==> config.mk <==
export PLATFORM = sky130hd
export DESIGN_NAME = router_input_port
export DESIGN_NICKNAME = d
export VERILOG_FILES = /design/src/noc_pkg.sv /design/src/circular_buffer.sv /design/src/route_compute.sv /design/src/switch_traversal.sv /design/src/router_input_port.sv
export SDC_FILE = /design/constraint.sdc
export NUM_CORES = 1
export LEC_CHECK = 0
export ABC_CLOCK_PERIOD_IN_PS = 9190
export BUFFER_PORTS_ARGS = -buffer_cell sky130_fd_sc_hd__buf_2
export CORE_ASPECT_RATIO = 1.2
export CORE_UTILIZATION = 60
export CTS_BUF_LIST = sky130_fd_sc_hd__clkbuf_16
export DETAILED_ROUTE_END_ITERATION = 10
export GPL_TIMING_DRIVEN = 0
export PLACE_DENSITY = 0.89
export SLEW_MARGIN = 20
export SYNTH_ARGS = -nofsm -noshare
export SYNTH_HDL_FRONTEND = slang
export SYNTH_SLANG_ARGS = --single-unit
==> constraint.sdc <==
create_clock -name clk -period 9.19 [get_ports clk]
set_input_delay 1.3785 -clock clk [delete_from_list [all_inputs] [get_ports clk]]
set_output_delay 1.3785 -clock clk [all_outputs]
set_load 0.05 [all_outputs]
==> src/noc_pkg.sv <==
`default_nettype none

package noc_pkg;

    // ******************************************************************
    // mesh and flit dimensions
    // ******************************************************************
    localparam int DATA_WIDTH  = 16;  // flit payload.
    localparam int COORD_WIDTH = 3;   // one mesh coordinate.
    localparam int NUM_PORTS   = 5;   // router directions.

    typedef enum logic [1:0] {
        HEAD,
        BODY,
        TAIL,
        HEAD_TAIL
    } flit_type_t;

    // order fixes the bit of each direction in on/off and valid vectors.
    typedef enum logic [2:0] {
        LOCAL,
        NORTH,
        SOUTH,
        EAST,
        WEST
    } port_t;

    // ******************************************************************
    // payload views
    // ******************************************************************
    typedef struct packed {
        logic [COORD_WIDTH-1:0]              dest_x;
        logic [COORD_WIDTH-1:0]              dest_y;
        logic [DATA_WIDTH-2*COORD_WIDTH-1:0] pkt_id;  // rest of the word.
    } head_fields_t;

    // head flits carry routing fields, all others carry raw data.
    typedef union packed {
        head_fields_t          head;
        logic [DATA_WIDTH-1:0] data;
    } flit_payload_u;

    typedef struct packed {
        flit_type_t    flit_type;
        flit_payload_u payload;
    } flit_novc_t;

    typedef struct packed {
        flit_novc_t flit;
        port_t      out_port;  // direction picked by the route stage.
    } routed_flit_t;

endpackage

`default_nettype wire

==> src/circular_buffer.sv <==
`timescale 1ns/100ps
`default_nettype none

module circular_buffer #(
    parameter int BUFFER_SIZE    = 8,
    parameter int PIPELINE_DEPTH = 5
)(
    input  wire                      clk,
    input  wire                      rst,
    input  wire noc_pkg::flit_novc_t data_i,
    input  wire                      read_i,
    input  wire                      write_i,
    output noc_pkg::flit_novc_t      data_o,
    output logic                     is_full_o,
    output logic                     is_empty_o,
    output logic                     on_off_o
);

    localparam int PTR_W = (BUFFER_SIZE > 1) ? $clog2(BUFFER_SIZE) : 1;
    localparam int CNT_W = $clog2(BUFFER_SIZE + 1);

    localparam logic [CNT_W-1:0] FULL_LEVEL = CNT_W'(BUFFER_SIZE);
    localparam logic [CNT_W-1:0] ON_LEVEL   = CNT_W'(PIPELINE_DEPTH);
    localparam logic [CNT_W-1:0] OFF_LEVEL  = CNT_W'(BUFFER_SIZE - PIPELINE_DEPTH);

    noc_pkg::flit_novc_t mem_q [BUFFER_SIZE];

    logic [PTR_W-1:0] rd_ptr_q;
    logic [PTR_W-1:0] wr_ptr_q;
    logic [CNT_W-1:0] count_q;
    logic [CNT_W-1:0] count_next;

    logic do_read;
    logic do_write;
    logic on_off_next;

    // wrap at BUFFER_SIZE, which need not be a power of two.
    function automatic logic [PTR_W-1:0] next_ptr(input logic [PTR_W-1:0] ptr);
        if (ptr == PTR_W'(BUFFER_SIZE - 1))
            return '0;
        else
            return ptr + 1'b1;
    endfunction

    // ******************************************************************
    // operation decode
    // ******************************************************************
    always_comb
    begin
        do_read  = read_i & ~is_empty_o;               // empty read ignored.
        do_write = write_i & (~is_full_o | do_read);   // full write dropped.

        case ({do_write, do_read})
            2'b10:   count_next = count_q + 1'b1;
            2'b01:   count_next = count_q - 1'b1;
            default: count_next = count_q;
        endcase

        // hysteresis on the fill level.
        if ((count_next < count_q) && (count_next < ON_LEVEL))
            on_off_next = 1'b1;
        else if ((count_next > count_q) && (count_next > OFF_LEVEL))
            on_off_next = 1'b0;
        else
            on_off_next = on_off_o;
    end

    // ******************************************************************
    // state
    // ******************************************************************
    always_ff @(posedge clk or posedge rst)
    begin
        if (rst)
        begin
            rd_ptr_q   <= '0;
            wr_ptr_q   <= '0;
            count_q    <= '0;
            is_full_o  <= 1'b0;
            is_empty_o <= 1'b1;
            on_off_o   <= 1'b1;  // upstream may send after reset.
        end
        else
        begin
            if (do_read)
                rd_ptr_q <= next_ptr(rd_ptr_q);
            if (do_write)
                wr_ptr_q <= next_ptr(wr_ptr_q);
            count_q    <= count_next;
            is_full_o  <= (count_next == FULL_LEVEL);
            is_empty_o <= (count_next == '0);
            on_off_o   <= on_off_next;
        end
    end

    always_ff @(posedge clk)
    begin
        if (do_write)
            mem_q[wr_ptr_q] <= data_i;
    end

    assign data_o = mem_q[rd_ptr_q];  // head of queue, no read latency.

    // upstream has to honour on/off well before the ring fills.
    a_no_overflow: assert property (@(posedge clk) disable iff (rst)
        (write_i && is_full_o) |-> read_i);

    // pointers meet only when the ring is empty or full.
    a_flags_exclusive: assert property (@(posedge clk) disable iff (rst)
        !(is_full_o && is_empty_o) &&
        ((rd_ptr_q == wr_ptr_q) == (is_full_o || is_empty_o)));

endmodule

`default_nettype wire

==> src/route_compute.sv <==
`timescale 1ns/100ps
`default_nettype none

module route_compute #(
    parameter int LOCAL_X = 2,
    parameter int LOCAL_Y = 2
)(
    input  wire                      clk,
    input  wire                      rst,
    input  wire noc_pkg::flit_novc_t data_i,
    input  wire                      is_empty_i,
    input  wire                      stall_i,
    output logic                     read_o,
    output noc_pkg::routed_flit_t    routed_o,
    output logic                     valid_o
);

    localparam int CW = noc_pkg::COORD_WIDTH;

    localparam logic [CW-1:0] X_HERE = CW'(LOCAL_X);
    localparam logic [CW-1:0] Y_HERE = CW'(LOCAL_Y);

    logic            capture;
    logic            is_head;
    logic            is_last;
    noc_pkg::port_t  route_sel;

    logic            pkt_open_q;  // a head has passed, its tail not yet.
    noc_pkg::port_t  pkt_port_q;  // direction shared by the open packet.

    // dimension order, x first then y.
    function automatic noc_pkg::port_t xy_route(input noc_pkg::head_fields_t hdr);
        if (hdr.dest_x > X_HERE)
            return noc_pkg::EAST;
        else if (hdr.dest_x < X_HERE)
            return noc_pkg::WEST;
        else if (hdr.dest_y > Y_HERE)
            return noc_pkg::NORTH;
        else if (hdr.dest_y < Y_HERE)
            return noc_pkg::SOUTH;
        else
            return noc_pkg::LOCAL;
    endfunction

    always_comb
    begin
        read_o  = ~valid_o | ~stall_i;  // stage free or leaving now.
        capture = read_o & ~is_empty_i;

        is_head = (data_i.flit_type == noc_pkg::HEAD) ||
                  (data_i.flit_type == noc_pkg::HEAD_TAIL);
        is_last = (data_i.flit_type == noc_pkg::TAIL) ||
                  (data_i.flit_type == noc_pkg::HEAD_TAIL);

        // body and tail follow their head.
        route_sel = is_head ? xy_route(data_i.payload.head) : pkt_port_q;
    end

    // ******************************************************************
    // stage control and packet route
    // ******************************************************************
    always_ff @(posedge clk or posedge rst)
    begin
        if (rst)
        begin
            valid_o    <= 1'b0;
            pkt_open_q <= 1'b0;
            pkt_port_q <= noc_pkg::LOCAL;
        end
        else if (capture)
        begin
            valid_o    <= 1'b1;
            pkt_open_q <= ~is_last;
            if (is_head)
                pkt_port_q <= route_sel;
        end
        else if (!stall_i)
        begin
            valid_o <= 1'b0;  // flit handed to the switch stage.
        end
    end

    always_ff @(posedge clk)
    begin
        if (capture)
        begin
            routed_o.flit     <= data_i;
            routed_o.out_port <= route_sel;
        end
    end

    // a body or tail needs a head in front of it.
    a_packet_open: assert property (@(posedge clk) disable iff (rst)
        (capture && (data_i.flit_type inside {noc_pkg::BODY, noc_pkg::TAIL}))
        |-> pkt_open_q);

endmodule

`default_nettype wire

==> src/switch_traversal.sv <==
`timescale 1ns/100ps
`default_nettype none

module switch_traversal (
    input  wire                                clk,
    input  wire                                rst,
    input  wire noc_pkg::routed_flit_t         routed_i,
    input  wire                                valid_i,
    input  wire [noc_pkg::NUM_PORTS-1:0]       on_off_i,
    output logic                               stall_o,
    output noc_pkg::flit_novc_t                flit_o,
    output logic [noc_pkg::NUM_PORTS-1:0]      valid_o
);

    localparam int NP = noc_pkg::NUM_PORTS;

    noc_pkg::routed_flit_t hold_q;       // flit waiting for its output.
    logic                  hold_valid_q;

    noc_pkg::routed_flit_t cand;
    logic                  cand_valid;
    logic                  send;
    logic                  accept;
    logic [NP-1:0]         port_sel;

    // ******************************************************************
    // output selection
    // ******************************************************************
    always_comb
    begin
        // a held flit goes before anything new.
        cand       = hold_valid_q ? hold_q : routed_i;
        cand_valid = hold_valid_q | valid_i;
        port_sel   = NP'(1) << cand.out_port;
        send       = cand_valid & on_off_i[cand.out_port];

        stall_o = hold_valid_q & ~send;  // held flit still blocked.
        accept  = valid_i & ~stall_o;
    end

    always_ff @(posedge clk or posedge rst)
    begin
        if (rst)
        begin
            hold_valid_q <= 1'b0;
            valid_o      <= '0;
        end
        else
        begin
            valid_o <= send ? port_sel : '0;
            if (hold_valid_q)
                hold_valid_q <= ~send | accept;  // refilled when it leaves.
            else
                hold_valid_q <= valid_i & ~send;
        end
    end

    always_ff @(posedge clk)
    begin
        flit_o <= cand.flit;
        // refill behind a leaving flit, or park one that is blocked.
        if (accept && (hold_valid_q ? send : !send))
            hold_q <= routed_i;
    end

    // one direction per flit, and a blocked flit keeps its place.
    a_valid_onehot: assert property (@(posedge clk) disable iff (rst)
        $onehot0(valid_o) && (!$past(stall_o) || (hold_valid_q && $stable(hold_q))));

endmodule

`default_nettype wire

==> src/router_input_port.sv <==
`timescale 1ns/100ps
`default_nettype none

module router_input_port #(
    parameter int BUFFER_SIZE    = 8,
    parameter int PIPELINE_DEPTH = 5,
    parameter int LOCAL_X        = 2,
    parameter int LOCAL_Y        = 2
)(
    input  wire                           clk,
    input  wire                           rst,
    input  wire noc_pkg::flit_novc_t      flit_i,
    input  wire                           write_i,
    output logic                          on_off_o,
    input  wire [noc_pkg::NUM_PORTS-1:0]  on_off_i,
    output noc_pkg::flit_novc_t           flit_o,
    output logic [noc_pkg::NUM_PORTS-1:0] valid_o
);

    // ******************************************************************
    // stage links
    // ******************************************************************
    noc_pkg::flit_novc_t   buf_data;
    logic                  buf_empty;
    logic                  buf_read;
    noc_pkg::routed_flit_t routed;
    logic                  route_valid;
    logic                  sw_stall;

    circular_buffer #(
        .BUFFER_SIZE    (BUFFER_SIZE),
        .PIPELINE_DEPTH (PIPELINE_DEPTH)
    ) u_buffer (
        .clk        (clk),
        .rst        (rst),
        .data_i     (flit_i),
        .read_i     (buf_read),
        .write_i    (write_i),
        .data_o     (buf_data),
        .is_full_o  (),           // upstream is throttled by on_off_o.
        .is_empty_o (buf_empty),
        .on_off_o   (on_off_o)
    );

    route_compute #(
        .LOCAL_X (LOCAL_X),
        .LOCAL_Y (LOCAL_Y)
    ) u_route (
        .clk        (clk),
        .rst        (rst),
        .data_i     (buf_data),
        .is_empty_i (buf_empty),
        .stall_i    (sw_stall),
        .read_o     (buf_read),
        .routed_o   (routed),
        .valid_o    (route_valid)
    );

    switch_traversal u_switch (
        .clk      (clk),
        .rst      (rst),
        .routed_i (routed),
        .valid_i  (route_valid),
        .on_off_i (on_off_i),
        .stall_o  (sw_stall),
        .flit_o   (flit_o),
        .valid_o  (valid_o)
    );

endmodule

`default_nettype wire

==> out/results.md, run 1 <==
• **fraction of final layout cells with drive strength greater than 1** 30.1%
• **post-layout minimum cycle time** 5.38 ns
• **total vias in the final route** 4247
• **count of input and output buffers** 49
• **arrival time at the worst endpoint** 5.80 ns
• **number of max-cap violations** 0
• **share of flip-flops with an asynchronous set or reset after synthesis** 10.1%
• **maximum clock frequency** 186 MHz
• **Avg Vias per Cell** 6.05
• **part of the total power dissipated in sequential elements** 41.9%
• **commonest cells after routing, fill and taps aside** sky130_fd_sc_hd__edfxtp_1, sky130_fd_sc_hd__buf_2, sky130_fd_sc_hd__mux4_2
• **distinct cell type count after synthesis** 42
• **cell leakage power** 3.58 nW
• **part of the power in combinational logic** 35.3%
• **Worst setup EP type** flop
• **number of design-rule violations left by the first detailed-router iteration** 268
• **maximum number of buffers from clock root to sink** 3
• **starting utilization of the core area** 61.8%
• **area added between synthesis and finish** 15.0%
• **Hold Crit Class** reg2reg
• **final sum of negative setup slack** 0 ns
• **maximum number of pins on one net before global-route repair** 26
• **sequential standard cell area** 6520 um^2
• **per-cell routed wire length** 22.7 um
• **path type of the worst setup path** in2reg
• **Die Span X** 111 um
• **required time reported for the critical path endpoint** 9.61 ns
• **RSZ-0062 raised after global routing** false
• **final-report hold violation count** 0
• **relative slew slack** 35.0%
• **I/O pins** 50
• **crit share post-route** 58.6%
• **net switching power** 1.29 mW
• **total power consumption of the routed design** 3.84 mW
• **clock tree from TritonCTS** built
• **startpoint class of the critical path** input port
• **area occupied by multi-input gates** 2030 um^2
• **top cell type by total area after synthesis** sky130_fd_sc_hd__edfxtp_1
• **status** complete, but fails checks
• **final setup violation count** 0
• **average instance area after synthesis** 19.9 um^2
• **Synth Register Bits** 227
• **instance count of the mapped netlist** 434
• **post-detailed-route DRC marker count** 12
• **Net Count, Synth** 472
• **CP Max Fanout** 25
• **Pins Over Slew Limit** 0
• **insertion delay of the later-clocked pin in the worst-skew pair** 0.49 ns
• **FILL cells** 785
• **standard cell core area** 13900 um^2
• **WL final** 16000 um
• **routability congestion estimate from global placement** 0.756
• **setup clock skew after layout** 0.0152 ns
• **number of clock sinks** 227
• **Pre-Repair DR Iteration Count** 7
• **number of warnings printed during yosys synthesis** 0
• **Clk Tree Root Cell** sky130_fd_sc_hd__clkbuf_16
• **maximum level of the CTS H-tree** 1
• **top-area cell type share of the netlist area** 64.8%
• **share of total power in the clock network** 22.7%
• **Post-Synthesis Cell Area** 8620 um^2
• **first-pass GRT wire length** 24800 um
• **violated checks** DRC
• **synth top area cells** sky130_fd_sc_hd__edfxtp_1, sky130_fd_sc_hd__mux4_2, sky130_fd_sc_hd__dfrtp_1, sky130_fd_sc_hd__dfxtp_1, sky130_fd_sc_hd__mux2_1
• **HPWL Detailed** 9910 um
• **number of placement rows** 47
• **Inserted Clock Buffers** 21
• **Resized cells post-CTS** 0
• **Least-Margin Pin Slew** 0.974 ns
• **Post-synth EDFFs** 186
• **post-CTS setup buffer count** 0
• **Hold-fix buffers, CTS** 0
• **Total Nets Final** 555
• **most common library cell in the layout ignoring fill and taps** sky130_fd_sc_hd__edfxtp_1
• **Power per Cell Area** 387 nW/um^2
• **aggregate global-route resource usage** 22.7%
• **Int Pwr** 2.55 mW
• **clock edge transition at the registers on the reported setup and hold paths** 0.06 ns
• **worst vdd rail ir drop** 0.174 mV
• **GR Overflow Total** 0
• **number of nets with antenna violations after detailed routing** 0
• **commonest register cell after synthesis** sky130_fd_sc_hd__edfxtp_1
• **vias in the first global route** 4443
• **Switching Share** 33.5%
• **sequential cell area fraction in the yosys report** 75.7%
• **vertical die dimension** 133 um
• **Die Area** 14900 um^2
• **Ant. Diodes** 0
• **number of antenna violations at the first check in global routing** 0
per-stage QoR:
stage	hold WS [ns]	instances	util (%)	setup slack (ns)	instance area [um^2]
6_report	0.437	702	71.1	3.81	9910
3_5_place_dp	0.426	665	66.2	3.38	9220
3_3_place_gp	0.422	654	65.1	2.18	9080
2_1_floorplan	0.416	434	-	4.11	8620
4_1_cts	0.439	702	71.1	3.79	9910
5_1_grt	0.460	702	71.1	3.45	9910
cell usage after synthesis (all sizes together), types with 2 or more instances:
cell type  count
nor2          18
mux2          43
or3            2
ha            12
dfxtp         18
mux2i          3
nand3          2
nor3           7
edfxtp       186
a21o           5
a32oi          2
clkbuf         4
mux4          36
dfstp          2
nand2         14
buf            9
o21ai          5
xor2           3
nand3b         4
nand2b         6
xnor2          2
nor2b          4
dfrtp         21
a211o          2
o22ai          2
inv           11
registers in the layout, indices dropped and copies added, names as in the netlist:
name,cells
u_buffer.count_q,4
u_route.valid_o,1
u_switch.hold_valid_q,1
u_buffer.on_off_o,1
u_buffer.is_empty_o,1
u_route.pkt_port_q,3
u_switch.flit_o,18
u_route.routed_o,21
u_buffer.mem_q,144
u_buffer.wr_ptr_q,3
u_switch.valid_o,5
u_buffer.rd_ptr_q,3
u_buffer.is_full_o,1
u_switch.hold_q,21
final cells by class:
class                      count  share of cell area [%]
sequential                   227                    65.8
multi-input combinational    183                    20.5
clock buffer                  21                    5.30
timing repair buffer          60                    3.41
tap                          171                    2.16
clock inverter                16                    1.70
buffer                        13                   0.694
inverter                      11                   0.416
per-layer routing:
| metal | track usage [%] | part of all wire [%] |
|---|---|---|
| met5 | 0 | 0 |
| met3 | 4.09 | 6.7 |
| met1 | 27.8 | 38 |
| met2 | 39.5 | 53 |
| met4 | 10.6 | 3.0 |
cell families (layout without fill, tap and decap cells):
group	after synthesis	count (layout)	share of synthesized area, %
adder cells (fa/ha/maj)	12	12	1.74
multiplexers	82	82	15.5
AND/OR/NAND/NOR	62	62	3.56
flip-flops	227	227	75.7
AO/OA/AOI/OAI	22	22	1.77
XOR/XNOR	5	5	0.508
buffers and inverters	24	121	1.28
final timing paths:
| check | startpoint | end | slack, ns | cells after the start |
|---|---|---|---|---|
| worst max-delay path | on_off_i[3] | u_buffer.on_off_o | 3.81 | 21 |
| worst min-delay path | u_buffer.is_empty_o | u_route.valid_o | 0.44 | 1 |
| worst max register to register | u_switch.hold_valid_q | u_buffer.on_off_o | 3.87 | 23 |
| worst min register to register | u_buffer.is_empty_o | u_route.valid_o | 0.44 | 1 |
| max in group asynchronous | rst | u_buffer.rd_ptr_q[2] | 7.55 | 2 |
| min in group asynchronous | rst | u_switch.valid_o[0] | 1.08 | 2 |
power by group through the flow:
stage | clock [mW] | sequential [mW] | combinational [mW]
floorplan | 0 | 1.76 | 0.828
global placement | 0 | 1.60 | 1.26
detailed placement | 0 | 1.63 | 1.34
CTS | 0.880 | 1.61 | 1.37
global route | 0.915 | 1.64 | 1.46
finish | 0.872 | 1.61 | 1.36
worst max-delay path: stages:
cell	delay, ns
sky130_fd_sc_hd__buf_2	0.07
sky130_fd_sc_hd__o22ai_1	0.07
sky130_fd_sc_hd__or3_1	0.42
sky130_fd_sc_hd__a21o_1	0.18
sky130_fd_sc_hd__ha_1	0.21
sky130_fd_sc_hd__nand2_1	0.10
sky130_fd_sc_hd__nand2b_1	0.22
sky130_fd_sc_hd__inv_1	0.79
sky130_fd_sc_hd__ha_1	0.40
sky130_fd_sc_hd__xor2_1	0.10
sky130_fd_sc_hd__ha_1	0.19
sky130_fd_sc_hd__a21oi_1	0.15
sky130_fd_sc_hd__mux2i_1	0.24
sky130_fd_sc_hd__xnor2_1	0.20
sky130_fd_sc_hd__inv_1	0.13
sky130_fd_sc_hd__ha_1	0.31
sky130_fd_sc_hd__o21a_1	0.11
sky130_fd_sc_hd__o21ai_0	0.07
sky130_fd_sc_hd__nand2b_1	0.09
sky130_fd_sc_hd__o21ai_1	0.07
sky130_fd_sc_hd__a211o_1	0.31
Note: power is estimated with default switching activity, not from simulation.
==> run 2: changes to the inputs <==
- ABC_CLOCK_PERIOD_IN_PS: 9190 -> 5500
- clock period: 9.19 -> 5.5 ns (I/O delays scaled with it)
==> run 2 against run 1 <==
The run still ends with DRC left. Flip-flop and latch count unchanged. Clock-buffer cell count stayed put. Combinational power up 68%. Critical path type is now reg2reg. Critical endpoint unchanged.
==> out/results.md, run 2 (synthesized netlist as in run 1, its figures left out) <==
• **vertical die dimension** 133 um, unchanged
• **largest reg by FF count** u_buffer.mem_q, unchanged
• **maximum clock frequency** 201 MHz
• **path type of the worst setup path** reg2reg, was in2reg
• **setup slack of the critical path after layout** 0.534 ns, was 3.81 ns
• **total vias in the final route** 4256, was 4247
• **Hold Crit Class** reg2reg, unchanged
• **maximum level of the CTS H-tree** 1, unchanged
• **Hold-fix buffers, CTS** 0, unchanged
• **Total Nets Final** 556, was 555
• **most common library cell in the layout ignoring fill and taps** sky130_fd_sc_hd__edfxtp_1, unchanged
• **number of placement rows** 47, unchanged
• **net switching power** 2.16 mW, was 1.29 mW
• **final sum of negative setup slack** 0 ns, unchanged
• **WL final** 16000 um, about the same
• **post-detailed-route DRC marker count** 12, unchanged
• **vias in the first global route** 4443, unchanged
• **Ant. Diodes** 0, unchanged
• **Pre-Repair DR Iteration Count** 8, was 7
• **Pins Over Slew Limit** 0, unchanged
• **number of max-cap violations** 0, unchanged
• **post-layout minimum cycle time** 4.97 ns
• **Clk Tree Root Cell** sky130_fd_sc_hd__clkbuf_16, unchanged
• **clock edge transition at the registers on the reported setup and hold paths** 0.06 ns, about the same
• **CP Max Fanout** 11, was 25
• **aggregate global-route resource usage** 22.7%, unchanged
• **final-report hold violation count** 0, unchanged
• **number of buffers and inverters on the critical path** 2, was 3
• **startpoint class of the critical path** flop, was input port
• **timing startpoint of the critical path** u_switch.hold_valid_q, was on_off_i[3]
• **RSZ-0062 raised after global routing** false, unchanged
• **GR Overflow Total** 0, unchanged
• **Least-Margin Pin Slew** 0.924 ns, was 0.974 ns
• **final setup violation count** 0, unchanged
• **cell with the largest stage delay on the worst path** sky130_fd_sc_hd__or3_1, was sky130_fd_sc_hd__inv_1
• **Resized cells post-CTS** 0, unchanged
• **Avg Vias per Cell** 6.05, about the same
• **part of the power in combinational logic** 35.5%, was 35.3%
• **launch point of the worst reg-to-reg path** u_switch.hold_valid_q, unchanged
• **top flop regs** u_buffer.mem_q x144, u_route.routed_o x21, u_switch.hold_q x21, unchanged
• **Power per Cell Area** 647 nW/um^2, was 387 nW/um^2
• **standard cell core area** 13900 um^2, unchanged
• **status** complete, but fails checks, unchanged
• **number of nets with antenna violations after detailed routing** 0, unchanged
• **Worst setup EP type** flop, unchanged
• **crit share post-route** 90.3%
• **share of total power in the clock network** 22.7%, about the same
• **first-pass GRT wire length** 24800 um, unchanged
• **number of antenna violations at the first check in global routing** 0, unchanged
• **Int Pwr** 4.26 mW, was 2.55 mW
• **post-CTS setup buffer count** 0, unchanged
• **number of cells traversed by the worst register-to-register path** 24, was 23
• **I/O pins** 50, unchanged
• **count of input and output buffers** 49, unchanged
• **area added between synthesis and finish** 15.2%, was 15.0%
• **maximum number of pins on one net before global-route repair** 26, unchanged
• **worst vdd rail ir drop** 0.290 mV, was 0.174 mV
• **commonest cells after routing, fill and taps aside** sky130_fd_sc_hd__edfxtp_1, sky130_fd_sc_hd__buf_2, sky130_fd_sc_hd__mux4_2, unchanged
• **cell leakage power** 3.58 nW, about the same
• **part of the total power dissipated in sequential elements** 41.8%, was 41.9%
• **routability congestion estimate from global placement** 0.756, unchanged
• **violated checks** DRC, unchanged
• **worst stage delay on the critical path** 0.42 ns, was 0.79 ns
• **setup clock skew after layout** 0.0157 ns, was 0.0152 ns
• **Switching Share** 33.6%, was 33.5%
• **relative slew slack** 38.4%, was 35.0%
• **endpoint of the lowest-slack register-to-register path** u_buffer.on_off_o, unchanged
• **arrival time at the worst endpoint** 5.38 ns, was 5.80 ns
• **end-of-flow core utilization** 71.2%, was 71.1%
• **required time reported for the critical path endpoint** 5.92 ns, was 9.61 ns
• **Die Area** 14900 um^2, unchanged
• **worst reg-to-reg setup slack** 0.53 ns, was 3.87 ns
• **Worst setup endpoint** u_buffer.on_off_o, unchanged
• **insertion delay of the later-clocked pin in the worst-skew pair** 0.49 ns, about the same
• **clock tree from TritonCTS** built, unchanged
• **Die Span X** 111 um, unchanged
• **number of design-rule violations left by the first detailed-router iteration** 317, was 268
• **HPWL Detailed** 9910 um, unchanged
• **Most common cell on crit path** sky130_fd_sc_hd__ha_1, unchanged
• **Inserted Clock Buffers** 21, unchanged
• **family with the most delay on the worst path** simple AND/OR/NAND/NOR gates, was adder cells
• **number of clock sinks** 227, unchanged
• **worst-path cell chain** buf_2 > nand2_1 > a2bb2oi_1 > o22ai_1 > or3_1 > a21o_1 > ha_1 > nand2_1 > nand2b_1 > nand2_1 > nand2_2 > ha_1 > xor2_1 > ha_1 > a21oi_1 > mux2i_1 > xnor2_1 > inv_1 > ha_1 > o21a_1 > o21ai_0 > nand2b_1 > o21ai_1 > a211o_1, was buf_2 > o22ai_1 > or3_1 > a21o_1 > ha_1 > nand2_1 > nand2b_1 > inv_1 > ha_1 > xor2_1 > ha_1 > a21oi_1 > mux2i_1 > xnor2_1 > inv_1 > ha_1 > o21a_1 > o21ai_0 > nand2b_1 > o21ai_1 > a211o_1
• **starting utilization of the core area** 61.8%, unchanged
• **number of flip-flops under the largest register name** 144, unchanged
• **fraction of final layout cells with drive strength greater than 1** 30.6%, was 30.1%
• **worst slack at placement** 0.244 ns, was 3.38 ns
• **worst hold slack** 0.436 ns, was 0.437 ns
• **final cell count without fillers** 703, was 702
• **number of gates on the worst path with buffers counted** 24, was 21
• **number of cells in the design after placement** 665, unchanged
• **per-cell routed wire length** 22.7 um, about the same
• **maximum number of buffers from clock root to sink** 3, unchanged
[run 2: changes by cell type in the layout (fill, tap and decap cells not counted)]
cell	delta
sky130_fd_sc_hd__clkinvlp_2	+1
sky130_fd_sc_hd__clkinvlp_4	+1
sky130_fd_sc_hd__inv_1	-1
sky130_fd_sc_hd__nand2_1	-1
sky130_fd_sc_hd__nand2_2	+1
[run 2: per-stage QoR]
step	power, mW	instance area, um^2
2_1_floorplan	4.33	8620
3_3_place_gp	4.78	9080
3_5_place_dp	4.95	9220
4_1_cts	6.45	9910
5_1_grt	6.71	9930
6_report	6.42	9930
[run 2: routing by layer]
layer  part of all wire [%]  global-route usage [%]
met1                     38                    27.8
met2                     52                    39.5
met3                    6.1                    4.09
met4                    3.3                    10.6
met5                      0                       0
[run 2: final cells by class]
cell class              instances  area (um^2)
clock inverters                16          169
multi-input cells             183         2040
inverters                      11         45.0
fillers                       784         4010
clock buffers                  21          526
flip-flops and latches        227         6520
well taps                     171          214
repair inverters                1         5.00
repair buffers                 60          338
plain buffers                  13         68.8
[run 2: worst min-delay path by stage]
stage                             start                 end  slack [ns]  cells after the start
CTS                 u_buffer.is_empty_o     u_route.valid_o        0.44                      1
detailed placement  u_buffer.is_empty_o     u_route.valid_o        0.43                      1
global placement    u_buffer.is_empty_o     u_route.valid_o        0.42                      1
global route        u_route.routed_o[8]  u_switch.hold_q[8]        0.46                      0
floorplan           u_buffer.is_empty_o     u_route.valid_o        0.42                      1
finish              u_buffer.is_empty_o     u_route.valid_o        0.44                      1
[run 2: power groups by stage]
stage	Clock [mW]	Combinational, mW	Sequential, mW
final	1.46	2.28	2.68
after global routing	1.53	2.45	2.73
after CTS	1.47	2.29	2.69
after detailed placement	0	2.23	2.72
after global placement	0	2.10	2.68
after floorplan	0	1.38	2.95
[run 2: worst reg2reg max path: cells and delay by family (launching register included)]
kind | cells | cell delay, ns
and+or+nand+nor | 7 | 1.33
AOI/OAI and AO/OA | 8 | 1.21
adders and majority gates | 4 | 1.04
DFF | 1 | 0.39
xor gates and xnor gates | 2 | 0.38
buffers and inverters | 2 | 0.31
muxes | 1 | 0.24
